### config.mk
export PLATFORM = sky130hd
export DESIGN_NAME = rom_subsystem
export DESIGN_NICKNAME = d
export VERILOG_FILES = /design/src/common/rom_pkg.sv /design/src/rom/program_rom.sv /design/src/hdl/rom_arbiter.sv /design/src/hdl/header_check.sv /design/src/hdl/checksum_engine.sv /design/src/hdl/rom_subsystem.sv
export SDC_FILE = /design/constraint.sdc
export NUM_CORES = 1
export LEC_CHECK = 0
export BUFFER_PORTS_ARGS = -buffer_cell sky130_fd_sc_hd__clkbuf_2
export CAP_MARGIN = 20
export CORE_MARGIN = 2
export CORE_UTILIZATION = 55
export CTS_CLUSTER_DIAMETER = 50
export CTS_CLUSTER_SIZE = 8
export DETAILED_ROUTE_END_ITERATION = 8
export GPL_TIMING_DRIVEN = 1
export PLACE_DENSITY = 0.85
export SYNTH_ARGS = -nofsm -noshare
export SYNTH_HDL_FRONTEND = slang
export SYNTH_SLANG_ARGS = --single-unit
### constraint.sdc
create_clock -name clk -period 3.6 [get_ports clk]
set_clock_uncertainty 0.1 [all_clocks]
set_input_delay 0.36 -clock clk [delete_from_list [all_inputs] [get_ports clk]]
set_output_delay 0.36 -clock clk [all_outputs]
set_load 0.1 [all_outputs]
### src/common/rom_pkg.sv
`default_nettype none

// shared widths and request/response types for the boot ROM subsystem.
package rom_pkg;

    localparam int ADDR_W = 7;
    localparam int DATA_W = 8;

    // one read request from a requester, held until its response arrives.
    typedef struct packed {
        logic              valid;
        logic [ADDR_W-1:0] addr;
    } rom_req_t;

    // one-cycle answer to a granted read.
    typedef struct packed {
        logic              valid;
        logic [DATA_W-1:0] data;
    } rom_rsp_t;

    // requester ids, also the round-robin order.
    typedef enum logic [1:0] {
        REQ_HOST = 2'd0,
        REQ_HDR  = 2'd1,
        REQ_SUM  = 2'd2
    } req_id_e;

endpackage

`default_nettype wire

### src/rom/program_rom.sv
`timescale 1ns/1ps
`default_nettype none

// boot image, 128 bytes, one registered read per clock.
module program_rom (
    input  wire logic                       clk,
    input  wire logic                       enable,
    input  wire logic [rom_pkg::ADDR_W-1:0] addr,
    output logic      [rom_pkg::DATA_W-1:0] data
);

    logic [rom_pkg::DATA_W-1:0] data_q;

    always_ff @(posedge clk) begin
        case (addr)
            7'h00: data_q <= 8'h41;
            7'h01: data_q <= 8'h53;
            7'h02: data_q <= 8'h52;
            7'h03: data_q <= 8'h4D;
            7'h04: data_q <= 8'h28;
            7'h05: data_q <= 8'h1C;
            7'h06: data_q <= 8'h21;
            7'h07: data_q <= 8'h8C;
            7'h08: data_q <= 8'h6D;
            7'h09: data_q <= 8'h9C;
            7'h0A: data_q <= 8'h8C;
            7'h0B: data_q <= 8'h6D;
            7'h0C: data_q <= 8'h1D;
            7'h0D: data_q <= 8'h24;
            7'h0E: data_q <= 8'h1C;
            7'h0F: data_q <= 8'h28;
            7'h10: data_q <= 8'h8C;
            7'h11: data_q <= 8'h1C;
            7'h12: data_q <= 8'h24;
            7'h13: data_q <= 8'h5C;
            7'h14: data_q <= 8'h11;
            7'h15: data_q <= 8'h20;
            7'h16: data_q <= 8'h70;
            7'h17: data_q <= 8'h12;
            7'h18: data_q <= 8'hC1;
            7'h19: data_q <= 8'h21;
            7'h1A: data_q <= 8'h31;
            7'h1B: data_q <= 8'h11;
            7'h1C: data_q <= 8'h02;
            7'h1D: data_q <= 8'hC1;
            7'h1E: data_q <= 8'h21;
            7'h1F: data_q <= 8'h31;
            7'h20: data_q <= 8'h11;
            7'h21: data_q <= 8'h02;
            7'h22: data_q <= 8'hC1;
            7'h23: data_q <= 8'h21;
            7'h24: data_q <= 8'h31;
            7'h25: data_q <= 8'h11;
            7'h26: data_q <= 8'h02;
            7'h27: data_q <= 8'hC1;
            7'h28: data_q <= 8'h21;
            7'h29: data_q <= 8'h31;
            7'h2A: data_q <= 8'h11;
            7'h2B: data_q <= 8'h21;
            7'h2C: data_q <= 8'hC1;
            7'h2D: data_q <= 8'h31;
            7'h2E: data_q <= 8'h11;
            7'h2F: data_q <= 8'h22;
            7'h30: data_q <= 8'hC1;
            7'h31: data_q <= 8'h21;
            7'h32: data_q <= 8'h31;
            7'h33: data_q <= 8'h11;
            7'h34: data_q <= 8'h21;
            7'h35: data_q <= 8'h31;
            7'h36: data_q <= 8'h11;
            7'h37: data_q <= 8'h0D;
            7'h38: data_q <= 8'h1B;
            7'h39: data_q <= 8'h28;
            7'h3A: data_q <= 8'h1C;
            7'h3B: data_q <= 8'h21;
            7'h3C: data_q <= 8'h8C;
            7'h3D: data_q <= 8'h6D;
            7'h3E: data_q <= 8'h9C;
            7'h3F: data_q <= 8'h8C;
            7'h40: data_q <= 8'h6D;
            7'h41: data_q <= 8'h1D;
            7'h42: data_q <= 8'h21;
            7'h43: data_q <= 8'h1C;
            7'h44: data_q <= 8'h22;
            7'h45: data_q <= 8'h3C;
            7'h46: data_q <= 8'h3E;
            7'h47: data_q <= 8'h1E;
            7'h48: data_q <= 8'h74;
            7'h49: data_q <= 8'h23;
            7'h4A: data_q <= 8'h3C;
            7'h4B: data_q <= 8'hE5;
            7'h4C: data_q <= 8'h3E;
            7'h4D: data_q <= 8'hD0;
            7'h4E: data_q <= 8'h1C;
            7'h4F: data_q <= 8'h0B;
            7'h50: data_q <= 8'h1D;
            7'h51: data_q <= 8'h0C;
            7'h52: data_q <= 8'hEE;
            7'h53: data_q <= 8'h28;
            7'h54: data_q <= 8'h1D;
            7'h55: data_q <= 8'h0D;
            7'h56: data_q <= 8'h1B;
            7'h57: data_q <= 8'h28;
            7'h58: data_q <= 8'h1C;
            7'h59: data_q <= 8'h21;
            7'h5A: data_q <= 8'h8C;
            7'h5B: data_q <= 8'h6D;
            7'h5C: data_q <= 8'h9C;
            7'h5D: data_q <= 8'h8C;
            7'h5E: data_q <= 8'h6D;
            7'h5F: data_q <= 8'h1D;
            7'h60: data_q <= 8'h21;
            7'h61: data_q <= 8'h1C;
            7'h62: data_q <= 8'h22;
            7'h63: data_q <= 8'h3C;
            7'h64: data_q <= 8'h3E;
            7'h65: data_q <= 8'h1E;
            7'h66: data_q <= 8'h70;
            7'h67: data_q <= 8'h23;
            7'h68: data_q <= 8'h3C;
            7'h69: data_q <= 8'hE5;
            7'h6A: data_q <= 8'h3E;
            7'h6B: data_q <= 8'hD0;
            7'h6C: data_q <= 8'h1C;
            7'h6D: data_q <= 8'h0B;
            7'h6E: data_q <= 8'h1D;
            7'h6F: data_q <= 8'h0C;
            7'h70: data_q <= 8'h00;
            7'h71: data_q <= 8'h00;
            7'h72: data_q <= 8'h1E;
            7'h73: data_q <= 8'hE8;
            7'h74: data_q <= 8'h12;
            7'h75: data_q <= 8'hE9;
            7'h76: data_q <= 8'h20;
            7'h77: data_q <= 8'hC1;
            7'h78: data_q <= 8'h02;
            7'h79: data_q <= 8'hEB;
            // the top six bytes are unused and read as zero.
            default: data_q <= '0;
        endcase
    end

    assign data = enable ? data_q : '0;

endmodule

`default_nettype wire

### src/hdl/rom_arbiter.sv
`timescale 1ns/1ps
`default_nettype none

// round-robin arbiter, one ROM read granted per cycle.
module rom_arbiter (
    input  wire logic                       clk,
    input  wire logic                       reset,
    input  wire rom_pkg::rom_req_t          host_req,
    input  wire rom_pkg::rom_req_t          hdr_req,
    input  wire rom_pkg::rom_req_t          sum_req,
    output rom_pkg::rom_rsp_t               host_rsp,
    output rom_pkg::rom_rsp_t               hdr_rsp,
    output rom_pkg::rom_rsp_t               sum_rsp,
    output logic      [rom_pkg::ADDR_W-1:0] rom_addr,
    output logic                            rom_en,
    input  wire logic [rom_pkg::DATA_W-1:0] rom_data
);

    logic [2:0]                 req_valid;
    logic [rom_pkg::ADDR_W-1:0] req_addr [3];
    logic [2:0]                 eligible;
    logic                       grant_valid;
    rom_pkg::req_id_e           grant_id;
    rom_pkg::req_id_e           last_id;
    logic                       rd_valid;
    rom_pkg::req_id_e           rd_id;

    assign req_valid   = {sum_req.valid, hdr_req.valid, host_req.valid};
    assign req_addr[0] = host_req.addr;
    assign req_addr[1] = hdr_req.addr;
    assign req_addr[2] = sum_req.addr;

    // a requester with a read in flight still holds its request, so skip it.
    assign eligible = req_valid & ~(rd_valid ? (3'b001 << rd_id) : 3'b000);

    always_comb begin
        int idx;
        grant_valid = 1'b0;
        grant_id    = last_id;
        for (int k = 1; k <= 3; k++) begin
            idx = (int'(last_id) + k) % 3;
            if (!grant_valid && eligible[idx]) begin
                grant_valid = 1'b1;
                grant_id    = rom_pkg::req_id_e'(idx);
            end
        end
    end

    assign rom_addr = req_addr[grant_id];

    always_ff @(posedge clk) begin
        if (reset) begin
            rd_valid <= 1'b0;
            rd_id    <= rom_pkg::REQ_HOST;
            last_id  <= rom_pkg::REQ_SUM;
        end else begin
            rd_valid <= grant_valid;
            rd_id    <= grant_id;
            if (grant_valid) begin
                last_id <= grant_id;
            end
        end
    end

    assign rom_en        = rd_valid;
    assign host_rsp.valid = rd_valid && (rd_id == rom_pkg::REQ_HOST);
    assign hdr_rsp.valid  = rd_valid && (rd_id == rom_pkg::REQ_HDR);
    assign sum_rsp.valid  = rd_valid && (rd_id == rom_pkg::REQ_SUM);
    assign host_rsp.data  = rom_data;
    assign hdr_rsp.data   = rom_data;
    assign sum_rsp.data   = rom_data;

    property p_rsp_after_grant(logic v, rom_pkg::req_id_e id);
        @(posedge clk) disable iff (reset) v |-> $past(grant_valid && grant_id == id);
    endproperty

    a_one_rsp: assert property (@(posedge clk) disable iff (reset)
        $onehot0({host_rsp.valid, hdr_rsp.valid, sum_rsp.valid}));
    a_host_rsp: assert property (p_rsp_after_grant(host_rsp.valid, rom_pkg::REQ_HOST));
    a_hdr_rsp: assert property (p_rsp_after_grant(hdr_rsp.valid, rom_pkg::REQ_HDR));
    a_sum_rsp: assert property (p_rsp_after_grant(sum_rsp.valid, rom_pkg::REQ_SUM));

endmodule

`default_nettype wire

### src/hdl/header_check.sv
`timescale 1ns/1ps
`default_nettype none

// reads the four magic bytes once after reset and flags a match.
module header_check #(
    parameter logic [31:0] HEADER_MAGIC = 32'h4D52_5341
) (
    input  wire logic              clk,
    input  wire logic              reset,
    output rom_pkg::rom_req_t      req,
    input  wire rom_pkg::rom_rsp_t rsp,
    output logic                   header_done,
    output logic                   header_ok
);

    typedef enum logic [1:0] {
        IDLE,
        READ,
        DONE
    } state_e;

    state_e     state;
    logic [1:0] idx;
    logic       match;

    always_ff @(posedge clk) begin
        if (reset) begin
            state <= IDLE;
            idx   <= 2'd0;
            match <= 1'b1;
        end else begin
            case (state)
                IDLE: state <= READ;
                READ: begin
                    if (rsp.valid) begin
                        // byte 0 of the image is the least significant magic byte.
                        match <= match && (rsp.data == HEADER_MAGIC[8*idx +: 8]);
                        idx   <= idx + 2'd1;
                        if (idx == 2'd3) begin
                            state <= DONE;
                        end
                    end
                end
                default: state <= DONE;
            endcase
        end
    end

    assign req.valid   = (state == READ);
    assign req.addr    = rom_pkg::ADDR_W'(idx);
    assign header_done = (state == DONE);
    assign header_ok   = (state == DONE) && match;

    a_hdr_addr: assert property (@(posedge clk) disable iff (reset)
        req.valid |-> req.addr < 4);

endmodule

`default_nettype wire

### src/hdl/checksum_engine.sv
`timescale 1ns/1ps
`default_nettype none

// sums a wrapping range of ROM bytes modulo 256.
module checksum_engine (
    input  wire logic                       clk,
    input  wire logic                       reset,
    input  wire logic                       sum_start,
    input  wire logic [rom_pkg::ADDR_W-1:0] sum_base,
    input  wire logic [7:0]                 sum_len,
    output rom_pkg::rom_req_t               req,
    input  wire rom_pkg::rom_rsp_t          rsp,
    output logic                            sum_busy,
    output logic                            sum_done,
    output logic      [rom_pkg::DATA_W-1:0] sum_value
);

    typedef enum logic {
        IDLE,
        RUN
    } state_e;

    state_e                     state;
    logic [rom_pkg::ADDR_W-1:0] cur_addr;
    logic [7:0]                 remaining;
    logic [rom_pkg::DATA_W-1:0] acc;

    always_ff @(posedge clk) begin
        if (reset) begin
            state     <= IDLE;
            cur_addr  <= '0;
            remaining <= '0;
            acc       <= '0;
            sum_done  <= 1'b0;
        end else begin
            sum_done <= 1'b0;
            case (state)
                IDLE: begin
                    if (sum_start) begin
                        cur_addr  <= sum_base;
                        remaining <= sum_len;
                        acc       <= '0;
                        state     <= RUN;
                    end
                end
                default: begin
                    if (rsp.valid) begin
                        acc       <= acc + rsp.data;
                        // the address wraps from 0x7F back to 0 by its width.
                        cur_addr  <= cur_addr + 1'b1;
                        remaining <= remaining - 8'd1;
                        if (remaining == 8'd1) begin
                            state    <= IDLE;
                            sum_done <= 1'b1;
                        end
                    end
                end
            endcase
        end
    end

    assign sum_busy  = (state == RUN);
    assign sum_value = acc;
    assign req.valid = (state == RUN);
    assign req.addr  = cur_addr;

    a_done_after_busy: assert property (@(posedge clk) disable iff (reset)
        $rose(sum_done) |-> $past(sum_busy));
    a_req_busy: assert property (@(posedge clk) disable iff (reset) req.valid |-> sum_busy);

endmodule

`default_nettype wire

### src/hdl/rom_subsystem.sv
`timescale 1ns/1ps
`default_nettype none

// boot ROM shared by the host port, the header checker and the checksum engine.
module rom_subsystem #(
    parameter logic [31:0] HEADER_MAGIC = 32'h4D52_5341
) (
    input  wire logic                       clk,
    input  wire logic                       reset,
    input  wire logic                       host_req,
    input  wire logic [rom_pkg::ADDR_W-1:0] host_addr,
    output logic      [rom_pkg::DATA_W-1:0] host_rdata,
    output logic                            host_rvalid,
    input  wire logic                       sum_start,
    input  wire logic [rom_pkg::ADDR_W-1:0] sum_base,
    input  wire logic [7:0]                 sum_len,
    output logic                            sum_busy,
    output logic                            sum_done,
    output logic      [rom_pkg::DATA_W-1:0] sum_value,
    output logic                            header_done,
    output logic                            header_ok
);

    rom_pkg::rom_req_t          host_rom_req, hdr_req, sum_req;
    rom_pkg::rom_rsp_t          host_rom_rsp, hdr_rsp, sum_rsp;
    logic [rom_pkg::ADDR_W-1:0] rom_addr;
    logic [rom_pkg::DATA_W-1:0] rom_data;
    logic                       rom_en;

    assign host_rom_req.valid = host_req;
    assign host_rom_req.addr  = host_addr;
    assign host_rdata         = host_rom_rsp.data;
    assign host_rvalid        = host_rom_rsp.valid;

    rom_arbiter rom_arbiter_inst (
        .clk, .reset,
        .host_req(host_rom_req), .hdr_req, .sum_req,
        .host_rsp(host_rom_rsp), .hdr_rsp, .sum_rsp,
        .rom_addr, .rom_en, .rom_data
    );

    program_rom program_rom_inst (.clk, .enable(rom_en), .addr(rom_addr), .data(rom_data));

    header_check #(.HEADER_MAGIC(HEADER_MAGIC)) header_check_inst (
        .clk, .reset, .req(hdr_req), .rsp(hdr_rsp), .header_done, .header_ok
    );

    checksum_engine checksum_engine_inst (
        .clk, .reset, .sum_start, .sum_base, .sum_len,
        .req(sum_req), .rsp(sum_rsp),
        .sum_busy, .sum_done, .sum_value
    );

endmodule

`default_nettype wire

-- Yosys cells after proc, flatten, opt, wreduce, memory -nomap -nowiden
Memory sizes are Yosys's and may differ from the RTL's. A register that Yosys moved wholly into a read port is not among the register bits.
Index checks and enable logic that the tools add are counted.
- memory bits (read-only): 1024
- register bits after elaboration: 35
- memories: 1
- div/mod/pow operators: 3
- shift operators: 2
- reduce and logical (&&, ||, !) cells: 16
- order comparisons: 4
- add/subtract/negate cells: 7
- bitwise logic cells: 5
- multiplexer cells: 37
- eq/ne operators: 10
- memories (name ; words ; bits a word ; read ports ; clocked after memory_dff ; wr ports ; line ; RTL):
    (no name shown) ; 128 ; 8 ; 1 ; 1 ; 0 ; program_rom.sv:15 ; case (addr)
- operator list (kind ; count):
    less-than comparator 32 x 4 -> 1 bit, second input constant ; 3
    modulo 32 x 3 -> 32 bit, second input constant ; 3
    two-way mux 8 bit ; 7
    two-way mux 7 bit ; 5
    indexed part select 32 x 6 -> 8 bit, first input constant ; 1
    binary-select mux 7 bit (select 2 bit) ; 1
    two-way mux 1 bit ; 14
    two-way mux 2 bit ; 5
    adder 8 bit ; 1
    equality test 8 x 1 -> 1 bit, second input constant ; 1
    equality test 8 bit ; 1
    subtractor 8 x 1 -> 8 bit, second input constant ; 1
    adder 7 x 1 -> 7 bit, second input constant ; 1
    logical AND 1 bit ; 7
    adder 2 x 2 -> 3 bit, second input constant ; 2
    binary-select mux 1 bit (select 2 bit) ; 3
    equality test 2 bit, second input constant ; 3
    AND reduction 2 bit ; 3
    equality test 2 x 1 -> 1 bit, second input constant ; 2
    logical NOT 2 bit ; 2
    != test 2 x 1 -> 1 bit, second input constant ; 2
    one-hot mux 2 bit (2 select lines) ; 1
    adder 2 x 1 -> 3 bit, second input constant ; 1
    bitwise AND 3 bit ; 1
    other kinds (11) ; 13

-- Depth between registers and ports, before layout
Gate-level depths: netlist of run 1.
- depth in word-level cells: 18
- depth in mapped cells: 20
- gate-level depth less buffers: 17

-- By module
A second synthesis of run 1 with hierarchy kept.
- cells, all modules: 661
- area total of the unflattened synthesis: 4890.9 um2
- modules (own cells, without submodules) (module ; cells each ; times used ; area each (um2) ; sequential area each (um2)):
    program_rom ; 259 ; 1 ; 1726.7 ; 160.2
    checksum_engine ; 190 ; 1 ; 1519.0 ; 500.5
    rom_arbiter ; 175 ; 1 ; 1321.3 ; 100.1
    header_check ; 37 ; 1 ; 324.1 ; 100.1

-- Least setup slack after synthesis of run 1
No wires, ideal clock.
- path kind: register -> register
- from: reg checksum_engine_inst.state, in the netlist checksum_engine_inst.sum_busy
- to: reg program_rom_inst.data_q[5] in the netlist's numbering
- arrival time: 4.049 ns
- cell stages (with the launch flop): 15
- setup time: 0.121 ns
- path slack: -0.670 ns
- data required time: 3.379 ns
- buffers on the path: 2
- period minus slack after synthesis: 4.270 ns
- cell sequence: dfxtp_1 > nand2_1 > o221ai_2 > a22oi_4 > o32a_1 > a21oi_4 > nor2b_4 > buf_2 > ha_1 > clkbuf_1 > nand2_1 > o22ai_1 > o21ai_0 > a32o_1 > mux2_2
- longest elaborated chain between the ends: 15
- elaborated cells on any way between the ends: 23
- classes of those cells: mux (17); bitwise (2); reduce/logical (4)
- ends and longest elaborated chain (element ; line ; RTL):
    start: declaration ; checksum_engine.sv:23 ; state_e state;
    start signal: assignment ; checksum_engine.sv:30 ; state <= IDLE;
    start signal: assignment ; checksum_engine.sv:43 ; state <= RUN;
    start signal: assignment ; checksum_engine.sv:53 ; state <= IDLE;
    bitwise AND 3 bit * ; rom_arbiter.sv:34 ; assign eligible = req_valid & ~(rd_valid ? (3'b001 << rd_id) : 3'b000);
    binary-select mux 1 bit (select 2 bit) ; rom_arbiter.sv:42 ; if (!grant_valid && eligible[idx]) begin
    two-way mux 1 bit (implied by the code) (2 in a row) ; rom_arbiter.sv:42 ;
    two-way mux 1 bit ; rom_arbiter.sv:42 ;
    logical NOT 1 bit ; rom_arbiter.sv:42 ;
    logical AND 1 bit ; rom_arbiter.sv:42 ;
    two-way mux 1 bit ; rom_arbiter.sv:42 ;
    logical NOT 1 bit ; rom_arbiter.sv:42 ;
    logical AND 1 bit ; rom_arbiter.sv:42 ;
    two-way mux 2 bit * ; rom_arbiter.sv:42 ;
    inverter 2 -> 3 bit (implied by the code) * ; rom_arbiter.sv:49 ; assign rom_addr = req_addr[grant_id];
    binary-select mux 7 bit (select 2 bit) * ; rom_arbiter.sv:49 ;
    two-way mux 7 bit (implied by the code) * (2 in a row) ; rom_arbiter.sv:49 ;
    end: declaration ; program_rom.sv:12 ; logic [rom_pkg::DATA_W-1:0] data_q;
Mark *: on every way between the ends. The rest lies on a longest branch, timed or not. The select of a mux whose other input is x is not followed.
A chain may end at the register's enable or synchronous reset.

-- Final worst setup path of run 1
- from: reg rom_arbiter_inst.last_id[1]
- to: reg program_rom_inst.data_q[1] in the netlist's numbering
- longest elaborated chain between the ends: 16
- elaborated cells on any way between the ends: 28
- classes of those cells: add/sub (3); div (3); mux (17); bitwise (1); reduce/logical (4)
- ends and longest elaborated chain (element ; line ; RTL):
    start: declaration ; rom_arbiter.sv:24 ; rom_pkg::req_id_e last_id;
    start signal: assignment ; rom_arbiter.sv:55 ; last_id <= rom_pkg::REQ_SUM;
    start signal: assignment ; rom_arbiter.sv:60 ; last_id <= grant_id;
    adder 2 x 1 -> 3 bit ; rom_arbiter.sv:41 ; idx = (int'(last_id) + k) % 3;
    modulo 32 x 3 -> 32 bit ; rom_arbiter.sv:41 ;
    binary-select mux 1 bit (select 2 bit) ; rom_arbiter.sv:42 ;
    two-way mux 1 bit (implied by the code) (2 in a row) ; rom_arbiter.sv:42 ;
    two-way mux 1 bit ; rom_arbiter.sv:42 ;
    logical NOT 1 bit ; rom_arbiter.sv:42 ;
    logical AND 1 bit ; rom_arbiter.sv:42 ;
    two-way mux 1 bit ; rom_arbiter.sv:42 ;
    logical NOT 1 bit ; rom_arbiter.sv:42 ;
    logical AND 1 bit ; rom_arbiter.sv:42 ;
    two-way mux 2 bit * ; rom_arbiter.sv:42 ;
    inverter 2 -> 3 bit (implied by the code) * ; rom_arbiter.sv:49 ;
    binary-select mux 7 bit (select 2 bit) * ; rom_arbiter.sv:49 ;
    two-way mux 7 bit (implied by the code) * (2 in a row) ; rom_arbiter.sv:49 ;
Marked as above.

==> metrics, run 1 <==
status complete, but fails checks; failing checks setup timing; crit-path max cell delay ~0.52 ns; die width 92.9 um; Hold Violations, Final 0; vias roughly 5600; Most used DFF post-synth dfxtp_1; wire length per cell between 15 and 20 um; DRT iter0 DRCs about 810; largest net degree at the start of global routing 36; share of cells above drive strength 1 between 30 and 40%; Area Overhead vs Synth 35.5%; RD Place Congestion about 1.1; Mapped Cells 594; critical path cell sequence buf_4, ha_4, o21ai_1, a41oi_1, o32a_4, a21oi_4, mux2i_2, o21ai_2, buf_12, ha_4, buf_6, o21ai_0, a21oi_1, o32ai_1; Ant. Diodes 0; Fmax 0.275 GHz; Startpoint Class flop; share of flip-flops with an asynchronous set or reset 0%; final setup vio count 4; synthesized net count ~640; Detail Placement HPWL roughly 12 mm; total of max-cap violations 0; buffers and inverters on the worst path 3; Worst Setup End Kind flop; Longest Clk Path Bufs 2; CTS buffer count 5; cell accounting for the most synthesized area dfxtp_1; Yosys cell types between 80 and 90; Initial Util a little under three fifths; Global Route Usage Sum 35.1%; CTS tree done; full die area about 0.0086 mm^2; Worst Tran Pin Value 0.757 ns; setup tns final -0.115 ns; final net count 779; vias in the first global route about 5000; # DRC 0; first-pass GRT wire length ~24 mm; Avg Inst Size Synth roughly 7.3 um^2; Final WS setup -0.0409 ns; crit path time final roughly 3.6 ns; 1st-pass router iterations 7; CTS H-tree depth 2; most frequent cells after synthesis 70 x nand2_1, 55 x nor2_1, 53 x a21oi_1, 43 x dfxtp_1, 35 x o21ai_0; Yosys reg bits 43; critical path's slowest cell o21ai_0; relative slew slack between 40 and 50%; CTS sink cnt between 40 and 50; critical setup path kind reg -> reg; main area contributors after synthesis dfxtp_1 20%, a21oi_1 6.1%, ha_1 6.0%, nand2_1 6.0%, nor2_1 4.8%; end-of-flow core utilization approximately three quarters; worst path arrival time 3.74 ns; core area between 0.007 and 0.008 mm^2; Clock transition at path regs roughly 0.090 ns; Critical Path RT 3.70 ns; crit-path max FO 6; I/O Buffers 46; unrepaired setup endpoints after global routing yes; EDFF count, synth 0; Final Max Tran Viols 0; most frequent CP cell ha_4; CTS root buffer clkbuf_8; Synth Cell Area 0.00435 mm^2; fin crit share 101%; synth warn 0; final wirelength 16.6 mm; Worst-Skew Late Latency ~0.29 ns; initial antenna violation count 0; IO Count 47; post-synthesis sequential area ratio 19.8%; Antenna Nets Post-Route 0; site row count 32; Die H roughly 93 um; most common cell in the netlist nand2_1; vias per inst 6.70; Synth top area share around 20%; class of the worst hold path in -> reg; GRT overflow 0; delay-heaviest family, CP compound AO/OA/AOI/OAI gates
[area by class of cell]
class | instances | area, um^2
sequential | 43 | 875
inverter | 21 | 81.3
clock buffer | 6 | 72.6
fill | 580 | 1800
clock inverter | 2 | 12.5
tap | 102 | 128
multi-input combinational | 488 | 3480
timing repair buffer | 172 | 1240
[state kept, by name (all words and copies together), names as in the netlist]
name / flops
checksum_engine_inst.sum_value: 8
checksum_engine_inst.sum_busy: 1
header_check_inst.idx: 2
checksum_engine_inst.remaining: 8
header_check_inst.state: 2
checksum_engine_inst.cur_addr: 7
rom_arbiter_inst.rom_en: 1
rom_arbiter_inst.last_id: 2
rom_arbiter_inst.rd_id: 2
checksum_engine_inst.sum_done: 1
program_rom_inst.data_q: 8
header_check_inst.match: 1
[tightest hold or removal path: cells and delay by family]
family	cells	cell delay, ns
simple gates	1	0.07
buf+inv	1	0.08
compound gates	1	0.06
[cell usage in the layout, fill, tap and decap left out, types with 4 or more instances in the layout]
cell,Yosys,routed
ha_4,0,8
a211oi_2,2,4
nand3b_1,7,7
a22oi_1,10,9
ha_1,21,12
and2_1,10,10
o211ai_1,7,7
buf_4,6,119
o21ai_0,35,31
o22ai_1,6,6
o21ai_2,4,5
o32ai_1,6,5
a2111oi_2,3,5
a21oi_1,53,53
nand3_1,18,18
inv_1,20,18
or2_2,6,6
buf_12,0,4
o221ai_1,4,4
dfxtp_1,43,38
a21o_1,8,7
a31oi_1,6,6
nor3_1,19,18
clkbuf_8,0,5
o21ai_1,5,7
nor4_1,8,7
xnor2_1,8,8
and3_1,6,5
nand2_2,2,4
a211oi_1,15,13
nor2_1,55,53
clkbuf_2,0,46
nand2_1,70,68
[stage by stage]
step                hold WS (ns)  setup WS [ns]  instance area (um^2)  instances
floorplan                  0.318        0.00238                  4390        594
global placement           0.331         -0.184                  5270        794
detailed placement         0.340         -0.281                  5270        794
CTS                        0.226        0.00137                  5510        809
global route               0.236         -0.142                  5890        834
finish                     0.232        -0.0409                  5890        834
[path summary, 6_finish.rpt]
kind | start | to | slack, ns | cells past startpoint
hold reg to reg | header_check_inst.match | header_check_inst.match | 0.36 | 1
hold / removal | sum_len[0] | checksum_engine_inst.remaining[0] | 0.23 | 3
setup / recovery | rom_arbiter_inst.last_id[1] | program_rom_inst.data_q[1] | -0.04 | 14
setup reg to reg | rom_arbiter_inst.last_id[1] | program_rom_inst.data_q[1] | -0.04 | 14
[repair_timing]
action                     4_1_cts  5_1_grt
pin swaps                        6       23
hold buffers                     0        0
gates cloned                     0        1
buffers inserted                 7       24
setup endpoints to repair        8        8
gates resized for setup         24       45
[layer usage]
layer,share of wire (%),global-route usage [%],up-vias
li1,-,-,2492
met1,37,44.7,2539
met2,45,58.5,448
met3,12,6.67,106
met4,5.4,13.5,0
met5,0,0,-
[kinds of logic (layout without fill, tap and decap cells)]
logic type | count (synthesis) | in the layout | synth area share, %
mux | 5 | 5 | 1.18
compound gates | 225 | 226 | 38.3
fa+ha+maj | 22 | 22 | 6.51
simple gates | 224 | 224 | 25.1
flops | 43 | 43 | 19.8
buf+inv | 64 | 201 | 6.91
xor+xnor | 11 | 11 | 2.22
Power of run 1 is not shown: default switching activity piles up to over one toggle a cycle in this logic, so the estimate is an artifact.
==> run 2: changes to the inputs <==
CORE_UTILIZATION = 44   (was 55)
PLACE_DENSITY = 0.7   (was 0.85)
SLEW_MARGIN = 20   (was unset)
clock period = 4.5 ns   (was 3.6 ns; I/O delays follow)
==> run 2 against run 1 <==
Compared with the run above:
- the run now ends clean
- setup slack better by 0.37 ns
- wire length is 12% lower
- maximum frequency is 13% lower
- critical endpoint is now program_rom_inst.data_q[0]
- sequential cell count unchanged
- utilization fell by 27 points
- hold slack improved by 0.089 ns
- critical path depth is 1 lower
- die area is 24% higher
==> metrics, run 2 (synthesis results as in run 1) <==
DRT iter0 DRCs between 300 and 400; vias in the first global route approximately 4600; critical setup path kind reg -> reg; vias per inst 6.51; Ant. Diodes 0; Clock transition at path regs ~0.090 ns; final net count 676; Startpoint Class flop; WHS Endpoint checksum_engine_inst.cur_addr[0]; Multi-input gate area ~0.0032 mm^2; first-pass GRT wire length around 23 mm; HP Start sum_base[0]; site row count 36; Global Route Usage Sum approximately 28%; crit path time final approximately 4.2 ns; Worst Tran Pin Value 0.931 ns; commonest non-fill, non-tap cells in the layout 70 x nand2_1, 55 x nor2_1, 53 x a21oi_1; worst path arrival time ~4.2 ns; 1st-pass router iterations 6; CTS sink cnt between 40 and 50; post-route cell area between 0.004 and 0.005 mm^2; Crit Reg-Reg Endpoint program_rom_inst.data_q[0]; Worst-Skew Late Latency about 0.30 ns; setup tns final 0 ns; critical path's slowest cell ha_2; # DRC 0; Reg area ~860 um^2; post-route insts no fill about 760; Layout fillers between 900 and 1000; CTS H-tree depth 2; vias 4960; DP Area 0.00470 mm^2; RD Place Congestion 1.02; Inst Count DP 754; Initial Util between 40% and 50%; I/O Buffers between 40 and 50; Longest Clk Path Bufs 2; postcts setup bufs 0; Reg2Reg Launch Point rom_arbiter_inst.last_id[1]; crit-path max FO 13; Antenna Nets Post-Route 0; worst hold stages 3; relative slew slack 37.9%; Critical Path RT around 4.6 ns; flop2flop setup slack approximately 0.33 ns; end-of-flow core utilization between 40% and 50%; core area about 0.0097 mm^2; Detail Placement HPWL 10.9 mm; Worst Setup End Kind flop; wire length per cell ~19 um; final wirelength between 10 and 15 mm; final setup vio count 0; class of the worst hold path in -> reg; critical path cell sequence ha_1, nand2_1, a31oi_4, nand3b_4, a22o_2, a21oi_4, mux2i_1, o21ai_4, ha_2, o32ai_1, a2111oi_0, buf_4, a211oi_1; fin crit share 92.7%; status finished clean; unrepaired setup endpoints after global routing no; largest net degree at the start of global routing 36; Die H between 100 and 150 um; full die area 0.0107 mm^2; GRT overflow 0; total of max-cap violations 0; reg2reg path depth 13; Fmax approximately 0.24 GHz; CTS root buffer clkbuf_8; die width a little over 100 um; CTS tree done; CTS buffer count 5; crit-path max cell delay 0.55 ns; IO Count 47; Final Max Tran Viols 0; initial antenna violation count 0; share of cells above drive strength 1 19.6%; Hold Violations, Final 0; most common cell after layout, fill and taps aside nand2_1; Area Overhead vs Synth 10.8%
[run 2: cell count changes in the layout (fill, tap and decap cells not counted), sizes merged]
cell    change
a21oi       -1
buf       -102
clkbuf      +1
clkinv      -1
[run 2: metrics by stage]
| step | setup WS, ns | hold WS, ns |
|---|---|---|
| 4_1_cts | 0.263 | 0.313 |
| 2_1_floorplan | 0.230 | 0.318 |
| 6_report | 0.329 | 0.321 |
| 5_1_grt | 0.00120 | 0.310 |
| 3_3_place_gp | 0.292 | 0.347 |
| 3_5_place_dp | 0.292 | 0.359 |
[run 2: layout make-up]
| type | count | share of cell area (%) |
|---|---|---|
| multi-input cells | 487 | 66.3 |
| flip-flops and latches | 43 | 17.9 |
| repair buffers | 70 | 8.52 |
| well taps | 133 | 3.46 |
| clock buffers | 7 | 2.00 |
| inverters | 21 | 1.64 |
| clock inverters | 1 | 0.156 |
[run 2: worst max-delay path by stage]
stage / startpoint / to
after floorplan: checksum_engine_inst.sum_busy / program_rom_inst.data_q[5]
after global placement: rom_arbiter_inst.rom_en / program_rom_inst.data_q[0]
after detailed placement: rom_arbiter_inst.rom_en / program_rom_inst.data_q[0]
after CTS: rom_arbiter_inst.rom_en / program_rom_inst.data_q[0]
after global routing: header_check_inst.state[0] / program_rom_inst.data_q[0]
final: rom_arbiter_inst.last_id[1] / program_rom_inst.data_q[0]
[run 2: metal layers]
metal | vias up | part of all wire [%] | GRT usage, %
met1 | 2293 | 40 | 34.0
li1 | 2273 | - | -
met2 | 322 | 45 | 45.5
met5 | - | 0 | 0
met4 | 0 | 4.6 | 14.3
met3 | 72 | 9.6 | 5.91
[run 2: critical path: cells and delay by family (launching register included)]
family	cells	cell delay [ns]
AO/OA/AOI/OAI	7	1.61
flip-flops	1	0.48
AND/OR/NAND/NOR	2	0.29
multiplexers	1	0.40
buffers and inverters	1	0.20
adder cells (fa/ha/maj)	2	0.92
[run 2: what timing repair did]
item                       4_1_cts  5_1_grt
setup endpoints to repair        0        1
resized for setup                0        3
hold buffers                     0        0
Power of run 2 is left out for the same reason.
